<file path="config.mk">
export PLATFORM = sky130hd
export DESIGN_NAME = pipe_trace_top
export DESIGN_NICKNAME = d
export VERILOG_FILES = /design/src/hdl/pipe_trace_pkg.sv /design/src/hdl/stage_tracker.sv /design/src/hdl/trace_fifo.sv /design/src/hdl/apb_trace_regs.sv /design/src/hdl/pipe_trace_top.sv
export VERILOG_INCLUDE_DIRS = /design/src /design/src/hdl
export SDC_FILE = /design/constraint.sdc
export NUM_CORES = 1
export LEC_CHECK = 0
export ABC_AREA = 1
export BUFFER_PORTS_ARGS = -buffer_cell sky130_fd_sc_hd__buf_2
export CORE_MARGIN = 3
export CORE_UTILIZATION = 25
export CTS_BUF_LIST = sky130_fd_sc_hd__clkbuf_8 sky130_fd_sc_hd__clkbuf_16
export CTS_CLUSTER_DIAMETER = 40
export DETAILED_ROUTE_END_ITERATION = 10
export PLACE_DENSITY = 0.44
export SYNTH_ARGS = -nofsm -noshare
export SYNTH_HDL_FRONTEND = slang
export SYNTH_SLANG_ARGS = --single-unit
export TNS_END_PERCENT = 10
</file>
<file path="constraint.sdc">
create_clock -name clk -period 14.5 [get_ports clk]
set_input_delay 0.725 -clock clk [delete_from_list [all_inputs] [get_ports clk]]
set_output_delay 0.725 -clock clk [all_outputs]
set_load 0.02 [all_outputs]
</file>
<file path="src/hdl/pipe_trace_config.svh">
////////////////////////////////////////
// Pipeline trace unit configuration
// Widths, buffer depth and APB offsets
////////////////////////////////////////

`ifndef PIPE_TRACE_CONFIG_SVH
`define PIPE_TRACE_CONFIG_SVH

`define PT_STAMP_W       16     // Cycle counter and stamp width
`define PT_SEQ_W         16     // Instruction sequence number width
`define PT_FLUSH_W       16     // Killed instruction counter width
`define PT_FIFO_DEPTH    8      // Retire records held
`define PT_LEVEL_W       4      // Fill level, must hold PT_FIFO_DEPTH
`define PT_OVF_W         8      // Saturating overflow counter

// APB register map, byte offsets
`define PT_REG_CTRL      8'h00  // bit0 enable, bit1 clear (self clearing)
`define PT_REG_STATUS    8'h04
`define PT_REG_FLUSH_CNT 8'h08
`define PT_REG_POP       8'h0C  // Any write drops the head record
`define PT_REG_SEQ       8'h10
`define PT_REG_PC        8'h14
`define PT_REG_ST_IF_ID  8'h18
`define PT_REG_ST_EX_MEM 8'h1C
`define PT_REG_ST_WB     8'h20

`endif

</file>
<file path="src/hdl/pipe_trace_pkg.sv">
////////////////////////////////////////
// Pipeline trace types
// Stage index and retire record layout
////////////////////////////////////////

`default_nettype none

`include "pipe_trace_config.svh"

package pipe_trace_pkg;

    ////////////////////////////////////////
    // Pipeline stages
    ////////////////////////////////////////

    localparam int N_STAGES = 5;

    // Also the index into the stamp array of a record
    typedef enum logic [2:0] {
        ST_IF  = 3'd0,          // Fetch
        ST_ID  = 3'd1,          // Decode
        ST_EX  = 3'd2,          // Execute
        ST_MEM = 3'd3,          // Memory
        ST_WB  = 3'd4           // Write-back
    } stage_e;

    ////////////////////////////////////////
    // Retire record
    ////////////////////////////////////////

    // 16 + 32 + 5 x 16 = 128 bits
    // Each stamp is the first cycle the instruction spent in that stage
    typedef struct packed {
        logic [`PT_SEQ_W-1:0]                   seq;  // Fetch order, from 0
        logic [31:0]                            pc;
        logic [N_STAGES-1:0][`PT_STAMP_W-1:0]   st;   // st[ST_WB] is the MSBs
    } retire_rec_t;

endpackage

`default_nettype wire

</file>
<file path="src/hdl/stage_tracker.sv">
////////////////////////////////////////
// Stage tracker
// Follows instructions through IF..WB, stamps each stage
////////////////////////////////////////

`default_nettype none

`include "pipe_trace_config.svh"

module stage_tracker (
    input  logic                        clk,
    input  logic                        rst,
    input  logic                        enable,       // Trace on
    input  logic                        fetch_valid,
    input  logic                        stall,        // Holds every stage
    input  logic                        flush,        // Kills IF and ID
    input  logic [31:0]                 fetch_pc,
    output logic                        rec_valid,    // Instruction leaving WB
    output pipe_trace_pkg::retire_rec_t rec,
    output logic [`PT_FLUSH_W-1:0]      flush_cnt
);

    // Slot k is the register behind stage k, so the instruction in slot k
    // is working in stage k+1 and slot ST_WB holds one leaving write-back

    logic [`PT_STAMP_W-1:0]      stamp;       // Free running cycle count
    logic [`PT_SEQ_W-1:0]        next_seq;
    logic                        advance;     // Pipeline moves this cycle
    logic                        take;        // Fetch captured
    logic [1:0]                  n_killed;
    pipe_trace_pkg::retire_rec_t new_rec;

    logic                        slot_vld [pipe_trace_pkg::N_STAGES];
    pipe_trace_pkg::retire_rec_t slot_rec [pipe_trace_pkg::N_STAGES];

    assign advance = !stall;
    assign take    = advance && enable && fetch_valid;

    // Flush only counts on a moving cycle
    assign n_killed = flush ? ({1'b0, take} + {1'b0, slot_vld[pipe_trace_pkg::ST_IF]})
                            : 2'd0;

    // Fresh record, fetch now and decode next cycle
    always_comb begin
        new_rec                         = '0;
        new_rec.seq                     = next_seq;
        new_rec.pc                      = fetch_pc;
        new_rec.st[pipe_trace_pkg::ST_IF] = stamp;
        new_rec.st[pipe_trace_pkg::ST_ID] = stamp + 1'b1;
    end

    ////////////////////////////////////////
    // Control state
    ////////////////////////////////////////

    always_ff @(posedge clk) begin
        if (rst) begin
            stamp     <= '0;
            next_seq  <= '0;
            flush_cnt <= '0;
            for (int i = 0; i < pipe_trace_pkg::N_STAGES; i++) begin
                slot_vld[i] <= 1'b0;
            end
        end else begin
            stamp <= stamp + 1'b1;
            if (advance) begin
                if (take) begin
                    next_seq <= next_seq + 1'b1;  // A killed fetch still uses its number
                end
                // Youngest two become bubbles on flush
                slot_vld[pipe_trace_pkg::ST_IF] <= take && !flush;
                slot_vld[pipe_trace_pkg::ST_ID] <= slot_vld[pipe_trace_pkg::ST_IF] && !flush;
                for (int i = 2; i < pipe_trace_pkg::N_STAGES; i++) begin
                    slot_vld[i] <= slot_vld[i-1];
                end
                flush_cnt <= flush_cnt + n_killed;
            end
        end
    end

    ////////////////////////////////////////
    // Slot payload
    ////////////////////////////////////////

    always_ff @(posedge clk) begin
        if (advance) begin
            slot_rec[pipe_trace_pkg::ST_IF] <= new_rec;
            for (int i = 1; i < pipe_trace_pkg::N_STAGES; i++) begin
                slot_rec[i] <= slot_rec[i-1];
            end
            // Stamp the stage each moving slot starts next cycle
            // Slot ST_WB has all its stamps already
            for (int i = 1; i < pipe_trace_pkg::N_STAGES - 1; i++) begin
                slot_rec[i].st[i+1] <= stamp + 1'b1;
            end
        end
    end

    // Retire only on a moving cycle, a held WB slot waits for the stall to end
    assign rec_valid = slot_vld[pipe_trace_pkg::ST_WB] && advance;
    assign rec       = slot_rec[pipe_trace_pkg::ST_WB];

endmodule

`default_nettype wire

</file>
<file path="src/hdl/trace_fifo.sv">
////////////////////////////////////////
// Retire record buffer
// Circular FIFO, drops and counts on full
////////////////////////////////////////

`default_nettype none

`include "pipe_trace_config.svh"

module trace_fifo (
    input  logic                        clk,
    input  logic                        rst,
    input  logic                        push,
    input  pipe_trace_pkg::retire_rec_t push_rec,
    input  logic                        pop,
    input  logic                        clear,         // Empties, zeroes overflow
    output pipe_trace_pkg::retire_rec_t head_rec,      // Oldest record
    output logic [`PT_LEVEL_W-1:0]      level,
    output logic [`PT_OVF_W-1:0]        overflow_cnt   // Saturates
);

    localparam int PTR_W = $clog2(`PT_FIFO_DEPTH);

    pipe_trace_pkg::retire_rec_t mem [`PT_FIFO_DEPTH];
    logic [PTR_W-1:0]            wr_ptr;
    logic [PTR_W-1:0]            rd_ptr;
    logic                        empty;
    logic                        full;
    logic                        do_pop;
    logic                        do_push;

    assign empty   = (level == '0);
    assign full    = (level == `PT_FIFO_DEPTH);
    assign do_pop  = pop && !empty;            // Pop on empty ignored
    assign do_push = push && (!full || do_pop); // Full plus pop frees a slot

    always_ff @(posedge clk) begin
        if (rst || clear) begin
            wr_ptr       <= '0;
            rd_ptr       <= '0;
            level        <= '0;
            overflow_cnt <= '0;
        end else begin
            if (do_push) begin
                wr_ptr <= (wr_ptr == PTR_W'(`PT_FIFO_DEPTH - 1)) ? '0 : wr_ptr + 1'b1;
            end
            if (do_pop) begin
                rd_ptr <= (rd_ptr == PTR_W'(`PT_FIFO_DEPTH - 1)) ? '0 : rd_ptr + 1'b1;
            end
            case ({do_push, do_pop})
                2'b10:   level <= level + 1'b1;
                2'b01:   level <= level - 1'b1;
                default: level <= level;       // Both or neither
            endcase
            // Lost record
            if (push && !do_push && (overflow_cnt != '1)) begin
                overflow_cnt <= overflow_cnt + 1'b1;
            end
        end
    end

    // Storage
    always_ff @(posedge clk) begin
        if (do_push) begin
            mem[wr_ptr] <= push_rec;
        end
    end

    assign head_rec = mem[rd_ptr];

endmodule

`default_nettype wire

</file>
<file path="src/hdl/apb_trace_regs.sv">
////////////////////////////////////////
// APB register block for the trace unit
// Control, status and head record readout
////////////////////////////////////////

`default_nettype none

`include "pipe_trace_config.svh"

module apb_trace_regs (
    input  logic                        clk,
    input  logic                        rst,
    // APB slave
    input  logic                        psel,
    input  logic                        penable,
    input  logic                        pwrite,
    input  logic [7:0]                  paddr,
    input  logic [31:0]                 pwdata,
    output logic [31:0]                 prdata,
    output logic                        pready,
    output logic                        pslverr,
    // Trace side
    output logic                        enable,
    output logic                        pop,
    output logic                        clear,
    input  pipe_trace_pkg::retire_rec_t head_rec,
    input  logic [`PT_LEVEL_W-1:0]      level,
    input  logic [`PT_OVF_W-1:0]        overflow_cnt,
    input  logic [`PT_FLUSH_W-1:0]      flush_cnt
);

    logic        acc;       // Access phase
    logic        wr_acc;
    logic        rd_acc;
    logic        addr_ok;   // Offset is in the map
    logic        has_rec;   // Buffer not empty
    logic [31:0] rd_data;

    assign acc     = psel && penable;
    assign wr_acc  = acc && pwrite;
    assign rd_acc  = acc && !pwrite;
    assign has_rec = (level != '0);

    assign pready  = 1'b1;                  // No wait states
    assign pslverr = acc && !addr_ok;

    // One cycle strobes, act at the end of the access cycle
    assign pop   = wr_acc && (paddr == `PT_REG_POP);
    assign clear = wr_acc && (paddr == `PT_REG_CTRL) && pwdata[1];

    always_ff @(posedge clk) begin
        if (rst) begin
            enable <= 1'b0;
        end else if (wr_acc && (paddr == `PT_REG_CTRL)) begin
            enable <= pwdata[0];
        end
    end

    ////////////////////////////////////////
    // Read mux
    ////////////////////////////////////////

    always_comb begin
        addr_ok = 1'b1;
        rd_data = '0;
        case (paddr)
            `PT_REG_CTRL:      rd_data[0] = enable;   // Clear bit reads 0
            `PT_REG_STATUS: begin
                rd_data[`PT_LEVEL_W-1:0] = level;
                rd_data[8 +: `PT_OVF_W]  = overflow_cnt;
            end
            `PT_REG_FLUSH_CNT: rd_data[`PT_FLUSH_W-1:0] = flush_cnt;
            `PT_REG_POP:       rd_data = '0;           // Write only
            // Record fields read zero while empty
            `PT_REG_SEQ:       if (has_rec) rd_data[`PT_SEQ_W-1:0] = head_rec.seq;
            `PT_REG_PC:        if (has_rec) rd_data = head_rec.pc;
            `PT_REG_ST_IF_ID: if (has_rec) begin
                rd_data[16 +: `PT_STAMP_W] = head_rec.st[pipe_trace_pkg::ST_IF];
                rd_data[0 +: `PT_STAMP_W]  = head_rec.st[pipe_trace_pkg::ST_ID];
            end
            `PT_REG_ST_EX_MEM: if (has_rec) begin
                rd_data[16 +: `PT_STAMP_W] = head_rec.st[pipe_trace_pkg::ST_EX];
                rd_data[0 +: `PT_STAMP_W]  = head_rec.st[pipe_trace_pkg::ST_MEM];
            end
            `PT_REG_ST_WB:     if (has_rec) rd_data[0 +: `PT_STAMP_W] =
                                   head_rec.st[pipe_trace_pkg::ST_WB];
            default:           addr_ok = 1'b0;        // Unmapped offset
        endcase
    end

    // Bus quiet outside read access
    assign prdata = rd_acc ? rd_data : '0;

endmodule

`default_nettype wire

</file>
<file path="src/hdl/pipe_trace_top.sv">
////////////////////////////////////////
// Pipeline trace unit top
// Tracker, record buffer and APB registers
////////////////////////////////////////

`default_nettype none

`include "pipe_trace_config.svh"

module pipe_trace_top (
    input  logic        clk,
    input  logic        rst,
    // CPU side
    input  logic        fetch_valid,
    input  logic [31:0] fetch_pc,
    input  logic        stall,
    input  logic        flush,
    // APB
    input  logic        psel,
    input  logic        penable,
    input  logic        pwrite,
    input  logic [7:0]  paddr,
    input  logic [31:0] pwdata,
    output logic [31:0] prdata,
    output logic        pready,
    output logic        pslverr
);

    logic                        enable;
    logic                        rec_valid;
    pipe_trace_pkg::retire_rec_t rec;
    logic [`PT_FLUSH_W-1:0]      flush_cnt;
    logic                        pop;
    logic                        clear;
    pipe_trace_pkg::retire_rec_t head_rec;
    logic [`PT_LEVEL_W-1:0]      level;
    logic [`PT_OVF_W-1:0]        overflow_cnt;

    stage_tracker i_tracker (
        .clk         (clk),
        .rst         (rst),
        .enable      (enable),
        .fetch_valid (fetch_valid),
        .stall       (stall),
        .flush       (flush),
        .fetch_pc    (fetch_pc),
        .rec_valid   (rec_valid),
        .rec         (rec),
        .flush_cnt   (flush_cnt)
    );

    // Never back-pressures the tracker
    trace_fifo i_fifo (
        .clk          (clk),
        .rst          (rst),
        .push         (rec_valid),
        .push_rec     (rec),
        .pop          (pop),
        .clear        (clear),
        .head_rec     (head_rec),
        .level        (level),
        .overflow_cnt (overflow_cnt)
    );

    apb_trace_regs i_regs (
        .clk          (clk),
        .rst          (rst),
        .psel         (psel),
        .penable      (penable),
        .pwrite       (pwrite),
        .paddr        (paddr),
        .pwdata       (pwdata),
        .prdata       (prdata),
        .pready       (pready),
        .pslverr      (pslverr),
        .enable       (enable),
        .pop          (pop),
        .clear        (clear),
        .head_rec     (head_rec),
        .level        (level),
        .overflow_cnt (overflow_cnt),
        .flush_cnt    (flush_cnt)
    );

endmodule

`default_nettype wire

</file>
==> results by group, run 1 <==
Pwr
  – Static leakage: 0.0267 uW
  – Int Pwr: 8410 uW
  – Clock power share: 0.532
  – Sequential share of power: 0.457
  – PwrDens: 150 nW/um^2
  – Gate power share: 0.010
  – Switching Share: 0.215
  – P_sw: 2310 uW
  – Max VDD drop: 0.104 mV

Die
  – Die W: 492 um
  – DIE AREA: 242000 sq um
  – Core area: 234000 sq um
  – Std cell rows: 177
  – DIE HEIGHT: 492 um
  – Initial Util: 0.252
  – Io pins: 114

Logic synthesis
  – Post-Syn Instances: 4810
  – Synth area leaders: edfxtp_1 73%, nand2_1 6.7%, inv_1 3.9%
  – Synth Register Bits: 1499
  – Register area share after synthesis: 0.750
  – Synthesis Warnings: 0
  – Synth area leader: edfxtp_1
  – Top cell type's share of synthesized area: 0.727
  – Yosys cell types: 43
  – Syn_area_per_cell: 12.3 sq um
  – Mapped Area: 59000 sq um
  – Syn_nets: 4904

Placed design
  – Pre-CTS WS: 9050 ps
  – Hpwl dp: 78.6 mm
  – Final RePlAce weighted congestion: 0.736
  – I/O Buffers: 82

Critical path
  – CP Data Arrival Time: 5490 ps
  – Crit path max fanout: 225
  – CP Capture Type: output port
  – Kind of critical path: reg2out
  – Startpoint Class: flop
  – Worst endpoint required time: 13780 ps

Routing
  – Initial drt markers: 2451
  – Avg WL per Cell: 18.2 um
  – Routed WL: 152 mm
  – Final ANT Viol Nets: 0
  – DR vias: 35237
  – DRC: 0
  – Number of detailed-route iterations in the first pass: 7
  – Vias per cell: 4.22

Clock network
  – Clock H-tree levels: 4
  – Clock-pin slew on the worst setup and hold paths: 50 ps
  – CTS tree: yes
  – Clock sink count: 1499
  – Clk Latency, worst-skew pair: 860 ps
  – CTS Buf Count: 239
  – CTS Root Buffer Type: clkbuf_16
  – Longest Clk Path Bufs: 3

Timing
  – Final worst slack: 8290 ps
  – RSZ-0062 raised after global routing: no
  – Fin Clk Skew: 77.9 ps
  – Final setup TNS: 0 ps
  – Period minus WS final: 6210 ps
  – Worst Hold Slack: 102 ps
  – Final Hold Fails: 0
  – Slew Limit Fails: 0
  – Setup violators final: 0
  – Slew HR: 0.225
  – Fmax: 161 MHz
  – Crit share post-route: 0.429
  – Slew @ Worst Pin: 1160 ps

GRT
  – Vias in the first global route: 35038
  – Initial antenna violation count: 10
  – Gr ovfl total: 0
  – GR Util All Layers: 0.124
  – Pin count of the biggest net entering global routing: 226
  – First-pass GRT wire length: 227 mm

Finish
  – Share of layout cells above drive strength 1: 0.112
  – Syn-to-layout area delta: 20.8%
  – Nets@finish: 5085
  – Core Util, Final: 0.305

Status
  – Outcome: completed

Min path
  – Hold WC Path Type: in2reg

Flow run
  – Max-Cap Viols: 0
[repair_timing]
item / in CTS / in global routing
gates resized for setup: 0 / 0
endpoints found under the hold margin: 27 / 0
hold buffers: 27 / 0
setup buffers: 0 / 0
setup endpoints to repair: 0 / 0
[final timing paths]
kind                                   start  depth (start not counted)  slack (ps)                         end
hold / removal                  fetch_pc[15]                          1         100   i_tracker.slot_rec[0][95]
hold reg to reg   i_tracker.slot_rec[0][267]                          0         390  i_tracker.slot_rec[0][395]
setup / recovery                        flop                         13        8290                   prdata[3]
setup reg to reg             i_fifo.level[0]                          9        9520           i_fifo.mem[6][43]
[per-stage QoR]
| step | cells | total power [uW] | instance area (sq um) |
|---|---|---|---|
| 3_3_place_gp | 7855 | 5100 | 62700 |
| 3_5_place_dp | 7855 | 5100 | 62700 |
| 6_report | 8343 | 10700 | 71300 |
| 2_1_floorplan | 4810 | 5040 | 59000 |
| 4_1_cts | 8338 | 10900 | 71300 |
| 5_1_grt | 8339 | 11100 | 71300 |
[cells by family after synthesis]
family                     after synthesis  share of synthesized area
buffers and inverters                  845                     0.0605
other                                    1                  0.0000635
and+or+nand+nor                       1948                      0.135
adders and majority gates               14                    0.00322
xor gates and xnor gates                13                    0.00193
DFF                                   1499                      0.750
AOI/OAI and AO/OA                      490                     0.0486
[power by group through the flow]
stage / Combinational (uW) / Clock, uW / Sequential, uW
floorplan: 59.0 / 0 / 4980
global placement: 105 / 0 / 4990
detailed placement: 106 / 0 / 4990
CTS: 112 / 5860 / 4910
global route: 121 / 6070 / 4910
finish: 108 / 5710 / 4900
[cell usage in the layout (no fill, tap or decap), drive strengths merged, types with 5 or more instances in the layout]
cell         Yosys  final
nand4           11     11
dfxtp           70     70
xor2            10     10
ha              12     12
dlygate4sd3      0     27
bufinv           0     26
o221ai          55     55
clkbuf          66    242
nand2         1054   1054
o211ai          73     73
edfxtp        1429   1429
o22ai           11     11
buf            162    141
a21oi           60     60
nand3          414    414
nor2           431    431
o21ai          285    285
nor3            24     24
clkinv           3     95
clkinvlp         0     31
diode            0      5
inv            614    679
[critical path, cell delays in order (launching register included)]
cell and delay, ps:
dfxtp_4 540, inv_16 570, buf_4 720, buf_4 650, nand2_1 100, nand3_1 90
nand2_1 60, nand2_1 60, nand2_1 60, nand3_1 60, nand2_1 140, nor2_1 620
a21oi_1 330, buf_2 260
[sequential cells by signal, summed over array words and instances, names as in the netlist, named ones only]
name                 cells
i_tracker.flush_cnt     16
i_fifo.overflow_cnt      8
i_tracker.stamp         16
i_fifo.mem            1024
i_tracker.slot_vld       5
i_fifo.wr_ptr            3
i_tracker.next_seq      16
i_fifo.level             4
i_fifo.rd_ptr            3
i_tracker.slot_rec     400
i_regs.enable            1
[metal layers]
metal | up-vias | track usage | part of all wire
li1 | 16876 | - | -
met2 | 693 | 0.204 | 0.48
met4 | 0 | 0.0444 | 0.030
met5 | - | 0 | 0
met3 | 246 | 0.0222 | 0.042
met1 | 17422 | 0.163 | 0.45
[cells in the mapped netlist]
| master | count |
|---|---|
| xor2_1 | 10 |
| nand4_2 | 1 |
| nand4_1 | 10 |
| nand2_1 | 1054 |
| inv_4 | 1 |
| inv_1 | 612 |
| buf_2 | 101 |
| nand3_1 | 410 |
| o21ai_0 | 246 |
| ha_1 | 12 |
| dfxtp_1 | 70 |
| a21o_1 | 1 |
| o22ai_1 | 11 |
| nand3_2 | 3 |
| and2_1 | 1 |
| o211ai_1 | 73 |
| nor3_2 | 1 |
| edfxtp_1 | 1429 |
| a31o_2 | 1 |
| o221ai_1 | 55 |
| clkbuf_1 | 66 |
| fa_1 | 2 |
| o21ai_1 | 39 |
| xnor2_1 | 3 |
| nand3_4 | 1 |
| nor3_1 | 23 |
| nand3b_1 | 2 |
| conb_1 | 1 |
| buf_4 | 21 |
| buf_6 | 24 |
| clkinv_1 | 3 |
| or2_2 | 4 |
| buf_8 | 1 |
| nor2_2 | 6 |
| o21bai_1 | 2 |
| nor4_1 | 4 |
| nor3b_1 | 3 |
| a21oi_1 | 60 |
| a211oi_1 | 1 |
| a31oi_1 | 1 |
| nor2_1 | 425 |
| buf_1 | 15 |
| inv_2 | 1 |
[final cells by class]
type	count	area (sq um)
diodes	5	12.5
clock buffers	242	6030
clock inverters	214	2260
fillers	23627	163000
inverters	617	2350
multi-input cells	2466	11300
flip-flops and latches	1499	44300
well taps	3132	3920
repair buffers	168	1160
No activity file was read; power rests on OpenSTA's default activity.
==> inputs of run 2 (changes only) <==
- PLACE_DENSITY: 0.44 -> 0.45
- clock period: 14.5 -> 5.6 ns (I/O delays scaled with it)
==> run 2 against run 1 <==
Clock skew fell by 16 ps. Sequential share of layout area decreased by 0.57 points. Design area grew 0.92%. Die area stayed put. Sequential power rose to 2.6 times the previous value. Critical path depth decreased by 1. Final cell count unchanged. Power rose to 2.6 times the previous value. Non-clock buffer count is 15 higher. Hold slack got worse by 27 ps. Utilization rose by 0.28 points. Via count barely moved.
==> results by group, run 2 (synthesized netlist as in run 1, its figures left out) <==
Routing
  – Final ANT Viol Nets: 0
  – DR vias: 35256
  – Routed WL: 152 mm
  – Number of detailed-route iterations in the first pass: 6
  – Vias per cell: 4.23
  – Initial drt markers: 2486
  – DRC: 0
  – Avg WL per Cell: 18.3 um

Clock network
  – Clk Latency, worst-skew pair: 850 ps
  – Clock sink count: 1499
  – Clock-pin slew on the worst setup and hold paths: 60 ps
  – CTS Root Buffer Type: clkbuf_16
  – Resize count post-CTS: 0
  – CTS Buf Count: 233
  – Longest Clk Path Bufs: 3
  – CTS tree: yes
  – Clock H-tree levels: 4

GRT
  – Gr ovfl total: 0
  – Vias in the first global route: 35175
  – GR Util met2: 0.202
  – Grt met1 use: 0.166
  – Pin count of the biggest net entering global routing: 221
  – Met3 usage: 0.0213
  – GR Util All Layers: 0.124
  – GRT Max-Usage Layer: met2
  – First-pass GRT wire length: 227 mm
  – Initial antenna violation count: 3

Finish
  – # fillers: 23466
  – Nets@finish: 5094
  – Commonest non-fill, non-tap cells in the layout: 1429 x edfxtp_1, 1054 x nand2_1, 634 x inv_1
  – Largest Register: i_fifo.mem
  – Commonest non-fill, non-tap cell in the layout: edfxtp_1
  – Core Util, Final: 0.308
  – Share of layout cells above drive strength 1: 0.112
  – Syn-to-layout area delta: 21.9%
  – Max FFs per register: 1024
  – Biggest regs: i_fifo.mem (1024), i_tracker.slot_rec (400)

Pwr
  – Clock power share: 0.541
  – P_sw: 5930 uW
  – Gate power share: 0.010
  – Sequential share of power: 0.449
  – PwrDens: 393 nW/um^2
  – Switching Share: 0.210
  – Int Pwr: 22400 uW
  – Max VDD drop: 0.279 mV
  – Static leakage: 0.0270 uW

Timing
  – Final worst slack: 878 ps
  – Slew @ Worst Pin: 1120 ps
  – Period minus WS final: 4720 ps
  – Fin Clk Skew: 61.7 ps
  – Crit share post-route: 0.843
  – RSZ-0062 raised after global routing: no
  – Fmax: 212 MHz
  – Slew HR: 0.251
  – Final Hold Fails: 0
  – Final setup TNS: 0 ps
  – Setup violators final: 0
  – Slew Limit Fails: 0

Min path
  – Hold path endpoint: i_tracker.flush_cnt[0]
  – Hold WC Path Type: in2reg
  – Beginning of the worst hold path: stall
  – Hold Path Cell Cnt: 3

Placed design
  – Final RePlAce weighted congestion: 0.740
  – Pre-CTS WS: 1710 ps
  – Hpwl dp: 78.5 mm
  – I/O Buffers: 82

Die
  – Die W: 492 um
  – Std cell rows: 177
  – Io pins: 114
  – DIE AREA: 242000 sq um
  – Initial Util: 0.252
  – Core area: 234000 sq um
  – DIE HEIGHT: 492 um

Flow run
  – Max-Cap Viols: 0

Status
  – Outcome: completed

Critical path
  – Worst endpoint required time: 5320 ps
  – Startpoint Class: flop
  – CP Data Arrival Time: 4440 ps
  – Kind of critical path: reg2out
  – CP Capture Type: output port
  – Worst reg2reg endpoint: i_fifo.mem[6][34]
  – Crit path max fanout: 165
  – Worst r2r path cells: 7
  – R2r startpoint: i_fifo.level[0]
  – Reg2reg setup slack: 2130 ps
run 2: changes by cell type in the layout (fill, tap and decap cells not counted), moves of 7 or more:
cell	delta
buf_12	+24
dlygate4sd3_1	+12
inv_6	-7
clkinv_1	-9
buf_4	-21
bufinv_16	+17
run 2: worst max-delay path by stage:
stage	from	endpoint	cells past startpoint
after global placement	flop	prdata[4]	12
after floorplan	stall	i_fifo.mem[1][0]	5
after CTS	flop	prdata[4]	12
after detailed placement	flop	prdata[4]	12
final	flop	prdata[4]	12
after global routing	flop	prdata[4]	12
run 2: power groups by stage:
stage	sequential (uW)	clock, uW	combinational, uW
floorplan	12900	0	153
global placement	12900	0	278
detailed placement	12900	0	280
CTS	12700	15700	303
global route	12700	16200	328
finish	12700	15300	292
run 2: stage by stage:
| step | std cells | power [uW] | cell area, sq um | hold WS [ps] |
|---|---|---|---|---|
| 2_1_floorplan | 4810 | 13000 | 59100 | 379 |
| 3_3_place_gp | 7858 | 13200 | 63100 | 401 |
| 3_5_place_dp | 7858 | 13200 | 63100 | 405 |
| 4_1_cts | 8340 | 28700 | 72000 | 0.244 |
| 5_1_grt | 8341 | 29200 | 72000 | 85.7 |
| 6_report | 8343 | 28300 | 72000 | 74.9 |
run 2: layer usage:
layer / part of all wire / up-vias
li1: - / 16892
met1: 0.46 / 17399
met2: 0.47 / 722
met3: 0.044 / 243
met4: 0.029 / 0
met5: 0 / -
run 2: layout make-up:
type                       instances  area [sq um]  area share
antenna                            3          7.51    0.000104
clock buffer                     236          5880      0.0817
clock inverter                   207          2610      0.0362
inverter                         617          2370      0.0329
multi-input combinational       2466         11300       0.156
sequential                      1499         44300       0.616
tap                             3132          3920      0.0544
timing repair buffer             183          1600      0.0223
run 2: critical path: stages, from the launching register on:
cell and delay, ps:
dfxtp_4 620, buf_12 460, buf_4 630, nand2_1 130, nand3_1 120, nand2_1 60, nand2_1 50, nand2_1 90
nand3_1 70, nand2_1 70, nor2_1 450, a21oi_1 300, buf_2 240
run 2: repair_timing:
| item | in CTS | in global routing |
|---|---|---|
| hold buffers | 39 | 0 |
| endpoints found under the hold margin | 49 | 0 |
| setup buffers | 0 | 0 |
| setup endpoints to repair | 0 | 0 |
